**src/rtl/if_pkg.sv**
```systemverilog
// shared types of the instruction fetch stage
// address and instruction words, mux selects, trap CSR bundle
// fetch response, IF-ID word and the fetch FSM states
`default_nettype none

package if_pkg;

  ////////////////////////////////////////////////////////////
  // plain vector types
  ////////////////////////////////////////////////////////////

  // byte address, used for PCs and bus addresses
  typedef logic [31:0] addr_t;

  // one uncompressed instruction word
  typedef logic [31:0] instr_t;

  // interrupt cause index for vectored mode
  typedef logic [4:0] irq_vec_t;

  // low byte of the boot address, the upper 24 bits come from boot_addr_i
  localparam logic [7:0] BootOffset = 8'h80;

  ////////////////////////////////////////////////////////////
  // mux selects
  ////////////////////////////////////////////////////////////

  // source of the next fetch address
  typedef enum logic [2:0] {
    PC_BOOT = 3'd0,
    PC_JUMP = 3'd1,
    PC_EXC  = 3'd2,
    PC_ERET = 3'd3,
    PC_DRET = 3'd4
  } pc_sel_e;

  // trap target mode
  typedef enum logic [2:0] {
    EXC_PC_EXC      = 3'd0,
    EXC_PC_IRQ      = 3'd1,
    EXC_PC_DBD      = 3'd2,
    EXC_PC_DBG_EXC  = 3'd3,
    EXC_PC_IRQ_CLIC = 3'd4
  } exc_pc_sel_e;

  ////////////////////////////////////////////////////////////
  // bundles
  ////////////////////////////////////////////////////////////

  // trap related CSRs as seen by the fetch stage
  typedef struct packed {
    addr_t mtvec;
    addr_t mepc;
    addr_t depc;
    // CLIC vector table base
    addr_t mtvt;
  } trap_csr_t;

  // one word returned by the fetch unit
  typedef struct packed {
    addr_t  addr;
    instr_t instr;
    logic   err;
  } fetch_rsp_t;

  // contents of the IF-ID register
  typedef struct packed {
    instr_t instr;
    addr_t  pc;
    logic   fetch_err;
  } id_instr_t;

  // fetch unit FSM
  typedef enum logic [1:0] {
    FETCH_IDLE = 2'd0,
    FETCH_REQ  = 2'd1,
    FETCH_WAIT = 2'd2,
    FETCH_HOLD = 2'd3
  } fetch_state_e;

endpackage

`default_nettype wire

```
**src/rtl/exc_pc_gen.sv**
```systemverilog
// trap target address generation
// basic, vectored, debug and CLIC modes with the SHV table entry
`default_nettype none

module exc_pc_gen import if_pkg::*; #(
  parameter addr_t       DmHaltAddr      = 32'h1A11_0800,
  parameter addr_t       DmExceptionAddr = 32'h1A11_0808,
  parameter int unsigned NumInterrupts   = 64,
  parameter bit          ClicShv         = 1'b1
) (
  input  trap_csr_t                        csr_i,
  input  exc_pc_sel_e                      exc_pc_mux_i,
  input  irq_vec_t                         exc_cause_i,
  input  logic                             irq_shv_i,
  input  logic [$clog2(NumInterrupts)-1:0] clic_irq_id_i,
  output addr_t                            exc_pc_o
);

  addr_t clic_base;
  addr_t clic_entry;
  addr_t clic_offset;

  // mtvt is 64 byte aligned, one word per interrupt id
  assign clic_base   = {csr_i.mtvt[31:6], 6'b00_0000};
  assign clic_offset = addr_t'(clic_irq_id_i) << 2;
  assign clic_entry  = clic_base + clic_offset;

  always_comb begin
    unique case (exc_pc_mux_i)
      // basic mode, single handler
      EXC_PC_EXC:      exc_pc_o = {csr_i.mtvec[31:8], 8'h00};
      // vectored mode, cause selects the word in the table
      EXC_PC_IRQ:      exc_pc_o = {csr_i.mtvec[31:8], 1'b0, exc_cause_i, 2'b00};
      EXC_PC_DBD:      exc_pc_o = DmHaltAddr;
      EXC_PC_DBG_EXC:  exc_pc_o = DmExceptionAddr;
      // selective hardware vectoring jumps to the table entry itself
      EXC_PC_IRQ_CLIC: begin
        if (ClicShv && irq_shv_i) begin
          exc_pc_o = clic_entry;
        end else begin
          exc_pc_o = {csr_i.mtvec[31:6], 6'b00_0000};
        end
      end
      default:         exc_pc_o = {csr_i.mtvec[31:8], 8'h00};
    endcase
  end

endmodule

`default_nettype wire

```
**src/rtl/pc_sel.sv**
```systemverilog
// next fetch address selection
// minhv flag and CSR init strobes at boot
`default_nettype none

module pc_sel import if_pkg::*; #(
  parameter addr_t       DmHaltAddr      = 32'h1A11_0800,
  parameter addr_t       DmExceptionAddr = 32'h1A11_0808,
  parameter int unsigned NumInterrupts   = 64,
  parameter bit          ClicShv         = 1'b1
) (
  input  addr_t                            boot_addr_i,
  input  trap_csr_t                        csr_i,
  input  logic                             pc_set_i,
  input  pc_sel_e                          pc_mux_i,
  input  exc_pc_sel_e                      exc_pc_mux_i,
  input  irq_vec_t                         exc_cause_i,
  input  logic                             irq_shv_i,
  input  logic [$clog2(NumInterrupts)-1:0] clic_irq_id_i,
  input  addr_t                            branch_target_i,
  output addr_t                            fetch_addr_o,
  output logic                             minhv_o,
  output logic                             csr_mtvec_init_o,
  output logic                             csr_mtvt_init_o
);

  addr_t exc_pc;
  addr_t boot_pc;
  logic  boot_set;

  exc_pc_gen #(
    .DmHaltAddr      (DmHaltAddr),
    .DmExceptionAddr (DmExceptionAddr),
    .NumInterrupts   (NumInterrupts),
    .ClicShv         (ClicShv)
  ) i_exc_pc_gen (
    .csr_i         (csr_i),
    .exc_pc_mux_i  (exc_pc_mux_i),
    .exc_cause_i   (exc_cause_i),
    .irq_shv_i     (irq_shv_i),
    .clic_irq_id_i (clic_irq_id_i),
    .exc_pc_o      (exc_pc)
  );

  // boot address keeps only its upper 24 bits
  assign boot_pc = {boot_addr_i[31:8], BootOffset};

  always_comb begin
    unique case (pc_mux_i)
      PC_BOOT: fetch_addr_o = boot_pc;
      PC_JUMP: fetch_addr_o = branch_target_i;
      PC_EXC:  fetch_addr_o = exc_pc;
      // return from trap
      PC_ERET: fetch_addr_o = csr_i.mepc;
      // return from debug mode
      PC_DRET: fetch_addr_o = csr_i.depc;
      default: fetch_addr_o = boot_pc;
    endcase
  end

  // handler entered through the SHV table, only meaningful on a PC set
  assign minhv_o = pc_set_i & (pc_mux_i == PC_EXC) & ClicShv & irq_shv_i;

  // CSR file loads mtvec and mtvt from the boot address
  assign boot_set         = pc_set_i & (pc_mux_i == PC_BOOT);
  assign csr_mtvec_init_o = boot_set;
  assign csr_mtvt_init_o  = boot_set;

endmodule

`default_nettype wire

```
**src/rtl/fetch_unit.sv**
```systemverilog
// instruction bus master with one request in flight
// sequential word fetch, redirect on branch, one word held on stall
`default_nettype none

module fetch_unit import if_pkg::*; (
  input  logic       clk_i,
  input  logic       rst_ni,
  input  logic       req_i,
  input  logic       branch_i,
  input  addr_t      branch_addr_i,
  input  logic       ready_i,
  output logic       valid_o,
  output fetch_rsp_t rsp_o,
  output logic       busy_o,
  output logic       instr_req_o,
  output addr_t      instr_addr_o,
  input  logic       instr_gnt_i,
  input  logic       instr_rvalid_i,
  input  instr_t     instr_rdata_i,
  input  logic       instr_err_i
);

  fetch_state_e state_q, state_d;
  // address on the bus, or of the word in flight or held
  addr_t        addr_q, addr_d;
  // redirect target, waiting for a cancelled response
  addr_t        tgt_q, tgt_d;
  addr_t        branch_word;
  addr_t        addr_incr;
  logic         addr_valid_q, addr_valid_d;
  logic         discard_q, discard_d;
  logic         hold_en;
  fetch_rsp_t   bus_rsp;
  fetch_rsp_t   hold_q;

  // only whole words are fetched
  assign branch_word = {branch_addr_i[31:2], 2'b00};
  assign addr_incr   = addr_q + 32'd4;
  assign bus_rsp     = '{addr: addr_q, instr: instr_rdata_i, err: instr_err_i};

  ////////////////////////////////////////////////////////////
  // fetch FSM
  ////////////////////////////////////////////////////////////

  always_comb begin
    state_d      = state_q;
    addr_d       = addr_q;
    tgt_d        = tgt_q;
    discard_d    = discard_q;
    addr_valid_d = addr_valid_q | branch_i;
    hold_en      = 1'b0;

    unique case (state_q)
      FETCH_IDLE: begin
        if (branch_i) begin
          addr_d  = branch_word;
          state_d = FETCH_REQ;
        end else if (req_i && addr_valid_q) begin
          // resume at the address after the last accepted word
          state_d = FETCH_REQ;
        end
      end
      FETCH_REQ: begin
        // request stays on the bus until granted, its data is dropped later
        if (branch_i) begin
          discard_d = 1'b1;
          tgt_d     = branch_word;
        end
        if (instr_gnt_i) begin
          state_d = FETCH_WAIT;
        end
      end
      FETCH_WAIT: begin
        if (instr_rvalid_i) begin
          if (branch_i || discard_q) begin
            // cancelled word, go to the newest target
            addr_d    = branch_i ? branch_word : tgt_q;
            discard_d = 1'b0;
            state_d   = FETCH_REQ;
          end else if (ready_i) begin
            addr_d  = addr_incr;
            state_d = req_i ? FETCH_REQ : FETCH_IDLE;
          end else begin
            hold_en = 1'b1;
            state_d = FETCH_HOLD;
          end
        end else if (branch_i) begin
          discard_d = 1'b1;
          tgt_d     = branch_word;
        end
      end
      FETCH_HOLD: begin
        if (branch_i) begin
          addr_d  = branch_word;
          state_d = FETCH_REQ;
        end else if (ready_i) begin
          addr_d  = addr_incr;
          state_d = req_i ? FETCH_REQ : FETCH_IDLE;
        end
      end
      default: state_d = FETCH_IDLE;
    endcase
  end

  always_ff @(posedge clk_i or negedge rst_ni) begin
    if (!rst_ni) begin
      state_q      <= FETCH_IDLE;
      addr_valid_q <= 1'b0;
      discard_q    <= 1'b0;
    end else begin
      state_q      <= state_d;
      addr_valid_q <= addr_valid_d;
      discard_q    <= discard_d;
    end
  end

  always_ff @(posedge clk_i) begin
    addr_q <= addr_d;
    tgt_q  <= tgt_d;
    if (hold_en) begin
      hold_q <= bus_rsp;
    end
  end

  ////////////////////////////////////////////////////////////
  // outputs
  ////////////////////////////////////////////////////////////

  // word straight from the bus or from the hold register, never in a branch cycle
  assign valid_o = ~branch_i &
                   ((state_q == FETCH_HOLD) |
                    ((state_q == FETCH_WAIT) & instr_rvalid_i & ~discard_q));
  assign rsp_o   = (state_q == FETCH_HOLD) ? hold_q : bus_rsp;

  assign instr_req_o  = (state_q == FETCH_REQ);
  assign instr_addr_o = addr_q;
  assign busy_o       = (state_q != FETCH_IDLE);

endmodule

`default_nettype wire

```
**src/rtl/if_id_regs.sv**
```systemverilog
// IF-ID pipeline register
// valid and new flags, bus and PMP errors merged into one fetch error
`default_nettype none

module if_id_regs import if_pkg::*; #(
  parameter bit ResetAll = 1'b0
) (
  input  logic       clk_i,
  input  logic       rst_ni,
  input  logic       fetch_valid_i,
  input  fetch_rsp_t fetch_rsp_i,
  input  logic       pmp_err_i,
  input  logic       id_in_ready_i,
  input  logic       pc_set_i,
  input  logic       instr_valid_clear_i,
  output logic       fetch_ready_o,
  output logic       accept_o,
  output id_instr_t  id_instr_o,
  output logic       instr_valid_id_o,
  output logic       instr_new_id_o
);

  logic      valid_d, valid_q;
  logic      new_q;
  id_instr_t id_instr_d;

  // ID takes a word whenever it is ready
  assign fetch_ready_o = id_in_ready_i;
  assign accept_o      = fetch_valid_i & id_in_ready_i;

  // a word taken together with a PC set is squashed
  assign valid_d = (accept_o & ~pc_set_i) | (valid_q & ~instr_valid_clear_i);

  always_ff @(posedge clk_i or negedge rst_ni) begin
    if (!rst_ni) begin
      valid_q <= 1'b0;
      new_q   <= 1'b0;
    end else begin
      valid_q <= valid_d;
      new_q   <= accept_o;
    end
  end

  assign id_instr_d = '{instr:     fetch_rsp_i.instr,
                        pc:        fetch_rsp_i.addr,
                        fetch_err: fetch_rsp_i.err | pmp_err_i};

  // data register, written on accept only
  if (ResetAll) begin : g_data_ra
    always_ff @(posedge clk_i or negedge rst_ni) begin
      if (!rst_ni) begin
        id_instr_o <= '0;
      end else if (accept_o) begin
        id_instr_o <= id_instr_d;
      end
    end
  end else begin : g_data_nr
    always_ff @(posedge clk_i) begin
      if (accept_o) begin
        id_instr_o <= id_instr_d;
      end
    end
  end

  assign instr_valid_id_o = valid_q;
  assign instr_new_id_o   = new_q;

endmodule

`default_nettype wire

```
**src/rtl/pc_incr_check.sv**
```systemverilog
// sequential PC check
// alert when the next word does not follow the one in ID
`default_nettype none

module pc_incr_check import if_pkg::*; (
  input  logic  clk_i,
  input  logic  rst_ni,
  input  logic  accept_i,
  input  logic  branch_i,
  input  logic  fetch_err_i,
  input  addr_t pc_if_i,
  input  addr_t pc_id_i,
  output logic  alert_o
);

  logic  seq_d, seq_q;
  addr_t pc_expected;

  // sequence starts with an accepted word
  // any redirect or erroneous fetch breaks it
  assign seq_d = (seq_q | accept_i) & ~branch_i & ~fetch_err_i;

  always_ff @(posedge clk_i or negedge rst_ni) begin
    if (!rst_ni) begin
      seq_q <= 1'b0;
    end else begin
      seq_q <= seq_d;
    end
  end

  assign pc_expected = pc_id_i + 32'd4;

  // checked when the following word is taken into ID
  assign alert_o = seq_q & accept_i & (pc_if_i != pc_expected);

endmodule

`default_nettype wire

```
**src/rtl/if_stage_top.sv**
```systemverilog
// instruction fetch stage top level
// PC selection, fetch unit, IF-ID register and PC check
`default_nettype none

module if_stage_top import if_pkg::*; #(
  parameter addr_t       DmHaltAddr      = 32'h1A11_0800,
  parameter addr_t       DmExceptionAddr = 32'h1A11_0808,
  parameter int unsigned NumInterrupts   = 64,
  parameter bit          ClicShv         = 1'b1,
  parameter bit          ResetAll        = 1'b0,
  parameter bit          PcIncrCheck     = 1'b1
) (
  input  logic                             clk_i,
  input  logic                             rst_ni,
  input  addr_t                            boot_addr_i,
  input  logic                             req_i,
  // instruction bus
  output logic                             instr_req_o,
  output addr_t                            instr_addr_o,
  input  logic                             instr_gnt_i,
  input  logic                             instr_rvalid_i,
  input  instr_t                           instr_rdata_i,
  input  logic                             instr_err_i,
  // control from the core
  input  logic                             pc_set_i,
  input  pc_sel_e                          pc_mux_i,
  input  exc_pc_sel_e                      exc_pc_mux_i,
  input  irq_vec_t                         exc_cause_i,
  input  logic                             irq_shv_i,
  input  logic [$clog2(NumInterrupts)-1:0] clic_irq_id_i,
  input  addr_t                            branch_target_i,
  input  trap_csr_t                        csr_i,
  input  logic                             pmp_err_i,
  input  logic                             id_in_ready_i,
  input  logic                             instr_valid_clear_i,
  // towards ID and the CSR file
  output id_instr_t                        id_instr_o,
  output logic                             instr_valid_id_o,
  output logic                             instr_new_id_o,
  output addr_t                            pc_if_o,
  output logic                             minhv_o,
  output logic                             csr_mtvec_init_o,
  output logic                             csr_mtvt_init_o,
  output logic                             pc_mismatch_alert_o,
  output logic                             if_busy_o
);

  addr_t      fetch_addr_n;
  logic       fetch_valid;
  logic       fetch_ready;
  fetch_rsp_t fetch_rsp;
  logic       instr_new_id_d;

  pc_sel #(
    .DmHaltAddr      (DmHaltAddr),
    .DmExceptionAddr (DmExceptionAddr),
    .NumInterrupts   (NumInterrupts),
    .ClicShv         (ClicShv)
  ) i_pc_sel (
    .boot_addr_i      (boot_addr_i),
    .csr_i            (csr_i),
    .pc_set_i         (pc_set_i),
    .pc_mux_i         (pc_mux_i),
    .exc_pc_mux_i     (exc_pc_mux_i),
    .exc_cause_i      (exc_cause_i),
    .irq_shv_i        (irq_shv_i),
    .clic_irq_id_i    (clic_irq_id_i),
    .branch_target_i  (branch_target_i),
    .fetch_addr_o     (fetch_addr_n),
    .minhv_o          (minhv_o),
    .csr_mtvec_init_o (csr_mtvec_init_o),
    .csr_mtvt_init_o  (csr_mtvt_init_o)
  );

  // every PC set redirects the fetch unit
  fetch_unit i_fetch_unit (
    .clk_i          (clk_i),
    .rst_ni         (rst_ni),
    .req_i          (req_i),
    .branch_i       (pc_set_i),
    .branch_addr_i  (fetch_addr_n),
    .ready_i        (fetch_ready),
    .valid_o        (fetch_valid),
    .rsp_o          (fetch_rsp),
    .busy_o         (if_busy_o),
    .instr_req_o    (instr_req_o),
    .instr_addr_o   (instr_addr_o),
    .instr_gnt_i    (instr_gnt_i),
    .instr_rvalid_i (instr_rvalid_i),
    .instr_rdata_i  (instr_rdata_i),
    .instr_err_i    (instr_err_i)
  );

  if_id_regs #(
    .ResetAll (ResetAll)
  ) i_if_id_regs (
    .clk_i               (clk_i),
    .rst_ni              (rst_ni),
    .fetch_valid_i       (fetch_valid),
    .fetch_rsp_i         (fetch_rsp),
    .pmp_err_i           (pmp_err_i),
    .id_in_ready_i       (id_in_ready_i),
    .pc_set_i            (pc_set_i),
    .instr_valid_clear_i (instr_valid_clear_i),
    .fetch_ready_o       (fetch_ready),
    .accept_o            (instr_new_id_d),
    .id_instr_o          (id_instr_o),
    .instr_valid_id_o    (instr_valid_id_o),
    .instr_new_id_o      (instr_new_id_o)
  );

  assign pc_if_o = fetch_rsp.addr;

  if (PcIncrCheck) begin : g_pc_check
    pc_incr_check i_pc_incr_check (
      .clk_i       (clk_i),
      .rst_ni      (rst_ni),
      .accept_i    (instr_new_id_d),
      .branch_i    (pc_set_i),
      .fetch_err_i (fetch_rsp.err | pmp_err_i),
      .pc_if_i     (fetch_rsp.addr),
      .pc_id_i     (id_instr_o.pc),
      .alert_o     (pc_mismatch_alert_o)
    );
  end else begin : g_no_pc_check
    assign pc_mismatch_alert_o = 1'b0;
  end

endmodule

`default_nettype wire

```
**config.mk**
```make
export PLATFORM = sky130hd
export DESIGN_NAME = if_stage_top
export DESIGN_NICKNAME = d
export VERILOG_FILES = /design/src/rtl/if_pkg.sv /design/src/rtl/exc_pc_gen.sv /design/src/rtl/pc_sel.sv /design/src/rtl/fetch_unit.sv /design/src/rtl/if_id_regs.sv /design/src/rtl/pc_incr_check.sv /design/src/rtl/if_stage_top.sv
export SDC_FILE = /design/constraint.sdc
export NUM_CORES = 1
export LEC_CHECK = 0
export ABC_AREA = 1
export BUFFER_PORTS_ARGS = -buffer_cell sky130_fd_sc_hd__buf_4
export CAP_MARGIN = 20
export CELL_PAD_IN_SITES_DETAIL_PLACEMENT = 1
export CELL_PAD_IN_SITES_GLOBAL_PLACEMENT = 2
export CORE_MARGIN = 4
export CORE_UTILIZATION = 30
export CTS_CLUSTER_SIZE = 12
export DETAILED_ROUTE_END_ITERATION = 10
export PLACE_DENSITY = 0.78
export RECOVER_POWER = 50
export SLEW_MARGIN = 20
export SYNTH_ARGS = -nofsm -noshare
export SYNTH_HDL_FRONTEND = slang
export SYNTH_SLANG_ARGS = --single-unit
export TNS_END_PERCENT = 1
```
**constraint.sdc**
```tcl
create_clock -name clk_i -period 7.85 [get_ports clk_i]
set_clock_uncertainty 0.05 [all_clocks]
set_input_delay 0.785 -clock clk_i [delete_from_list [all_inputs] [get_ports clk_i]]
set_output_delay 0.785 -clock clk_i [all_outputs]
set_load 0.01 [all_outputs]
```
==> summary.txt <==
Floorplanning
  – Die Height: 217.9 um
  – Std cell rows: 76
  – Core Region: approximately 43000 sq um
  – Starting density of the core: a little under a third
  – Die width: ~220 um
  – Die area: roughly 47000 sq um
  – IO Pins: just under 400

STA
  – Slew Limit Fails: 168
  – Final setup violation count: 0
  – Final worst slack: around 2000 ps
  – Slew Limit Headroom: -37.34%
  – Tcrit/Tclk final: between 70% and 80%
  – TNS Setup: 0 ps
  – Achievable Freq: about 170 MHz
  – RSZ-0062 raised after global routing: false
  – Min Clock Period, post-route: 5903 ps
  – Fin Hold WS: about 380 ps
  – Hold Vio Cnt, Final: 0
  – Worst-Margin Slew: 2060 ps

Route
  – Post-Route WL: ~52 mm
  – Routed len/inst: approximately 20 um
  – Vias per cell: 4.842
  – Drc violations: 0
  – Vias: 12480
  – Detail Route Antenna Nets: 0
  – DRT Pass-1 Iters: 4
  – DRT iter0 DRCs: approximately 750

Critical path
  – Largest stage delay, worst path: 1260 ps
  – CP Max Fanout: 34
  – Worst Setup Path Type: reg -> out
  – CP required: around 7000 ps
  – CP max stage cell: clkbuf_1
  – Type of origin of the critical path: register
  – Worst Path Buf+Inv: 4
  – Critical Path, Cell by Cell: ha_1, inv_1, clkbuf_1, nor2_1, o21ai_0, nor2_1, nand2_1, inv_1, buf_4
  – Worst setup EP type: primary output
  – Reg2reg setup slack: about 2400 ps
  – Critical path arrival: around 5000 ps
  – CP top delay family: buffers and inverters

Synthesis
  – Asr flop ratio synth: ~3.5%
  – Synth Instances: approximately 1700
  – Synthesis-stage register bit count: approximately 200
  – Synth Cell Area: roughly 13000 sq um
  – Ys Warns: 0
  – Largest area contributor in the netlist: edfxtp_1
  – Synth cell types: 52
  – Avg Cell Area, Syn: between 7 and 8 sq um
  – Area share of the largest cell type after synthesis: about 44%
  – Post-synth EDFFs: between 150 and 200
  – Ranking of synthesized cells by area: edfxtp_1, nand2_1, inv_1
  – Synthesized Nets: between 1500 and 2000
  – Main synth FF type: edfxtp_1
  – Register area share after synthesis: 45.38%

Placement
  – Port bufs: around 360
  – HPWL Detailed: approximately 41 mm
  – Setup WS pre-CTS: 3661 ps
  – RePlAce Congestion: slightly below 0.9

Cells and area
  – Most frequent cells in the layout: nand2_1, buf_4, edfxtp_1
  – Area growth, synth to finish: 25.27%
  – Share of layout cells above drive strength 1: between 10% and 20%
  – Fin util: a little under two fifths
  – Most common cell after layout, fill and taps aside: nand2_1
  – Post-layout net count: approximately 2200

Global route
  – First-pass GRT wire length: 77.74 mm
  – Vias in the first global route: 13070
  – Initial antenna violation count: 3
  – GRT overflow: 0
  – GRT Util Overall: 20.87%
  – Largest net degree at the start of global routing: 78

CTS
  – Clock slew at reported path FFs: about 60 ps
  – Number of post-CTS setup repair buffers: 0
  – H-tree Lvls: 1
  – Root buf cell: clkbuf_16
  – Clock buffer count from CTS: 24
  – CTS tree: yes
  – Clk sinks: roughly 200
  – Clock latency on the worst-skew pair: roughly 530 ps
  – Post-cts hold buffer count: 1
  – Clock Path Buffers: 3
  – PostCTS Resize Cnt: 0

Power and ir drop
  – Final Power: 0.005040 W
  – Leak: between 6 and 7 nW
  – VDD IR max: between 200 and 250 uV
  – Cell Pwr Density: roughly 300 nW/um^2

Job
  – Max-cap violations: 5

Run status
  – Violated checks: max-capacitance violations, max-slew violations
  – Status: finished, violations left

Hold path
  – Hold crit path type: in -> reg
-- logic make-up after synthesis --
kind of cell,share of synthesized area [%]
compound gates,10.21
xor+xnor,5.375
fa+ha+maj,1.003
buf+inv,8.024
flops,45.38
mux,0.1514
simple gates,29.85
-- metrics by stage --
stage,cells,instance area [sq um]
after global placement,2530,16270
after CTS,2575,17040
after detailed placement,2530,16270
final,2577,16560
after global routing,2575,16560
after floorplan,1660,13220
-- registers in the layout (all words and copies together), names as in the netlist --
register                          flops
i_fetch_unit.addr_valid_q             1
i_fetch_unit.hold_q                  65
i_fetch_unit.tgt_q                   32
g_pc_check.i_pc_incr_check.seq_q      1
i_fetch_unit.instr_addr_o            32
i_if_id_regs.instr_new_id_o           1
i_fetch_unit.state_q                  2
i_if_id_regs.instr_valid_id_o         1
i_fetch_unit.discard_q                1
i_if_id_regs.id_instr_o              65
-- layer usage --
metal / global-route usage, % / up-vias / share of wire (%)
li1: - / 6104 / -
met1: 27.74 / 6003 / 45
met2: 35.66 / 316 / 48
met3: 4.082 / 52 / 5.7
met4: 4.066 / 4 / 1.5
met5: 0 / - / 0.066
-- cell type report --
type / instances / area (sq um)
fill: 5396 / 26800
multi-input combinational: 1226 / 6148
sequential: 201 / 6001
timing repair buffer: 376 / 2386
tap: 585 / 732.0
clock buffer: 27 / 611.8
inverter: 143 / 538.0
clock inverter: 17 / 141.4
antenna: 2 / 5.005
-- worst register-to-register path: stages (launching register included) --
cell,delay [ps]
dfrtp_1,390
ha_1,960
inv_1,950
clkbuf_1,870
nor2_1,400
o21ai_0,270
inv_2,600
buf_4,550
-- final timing paths --
path / startpoint / end / cells after the start
max: i_fetch_unit.state_q[0] / pc_mismatch_alert_o / 9
max in group asynchronous: rst_ni / i_fetch_unit.discard_q / 2
min reg2reg: i_fetch_unit.instr_addr_o[1] / i_fetch_unit.hold_q[34] / 0
min: instr_valid_clear_i / i_if_id_regs.instr_valid_id_o / 2
max reg2reg: i_fetch_unit.state_q[0] / i_if_id_regs.id_instr_o[61] / 7
min in group asynchronous: rst_ni / i_if_id_regs.instr_new_id_o / 2
-- cell usage after synthesis, types with 12 or more instances --
| cell type | count |
|---|---|
| clkbuf_1 | 27 |
| xor2_1 | 58 |
| buf_4 | 40 |
| nor3_1 | 20 |
| a21oi_1 | 50 |
| xnor2_1 | 18 |
| a221oi_1 | 15 |
| nor2_1 | 135 |
| o21ai_0 | 65 |
| buf_2 | 16 |
| nand4_1 | 17 |
| edfxtp_1 | 194 |
| nand3_1 | 99 |
| nand2_1 | 568 |
| or2_2 | 32 |
| inv_1 | 137 |
| o21ai_1 | 12 |
-- power breakdown --
group          total [W]  internal [W]  leakage (nW)  switching, W
Combinational    0.00212      0.000732          4.72       0.00139
Clock            0.00108      0.000626         0.365      0.000458
Sequential       0.00183       0.00159          1.88      0.000243
Note: power is estimated with default switching activity, not from simulation.
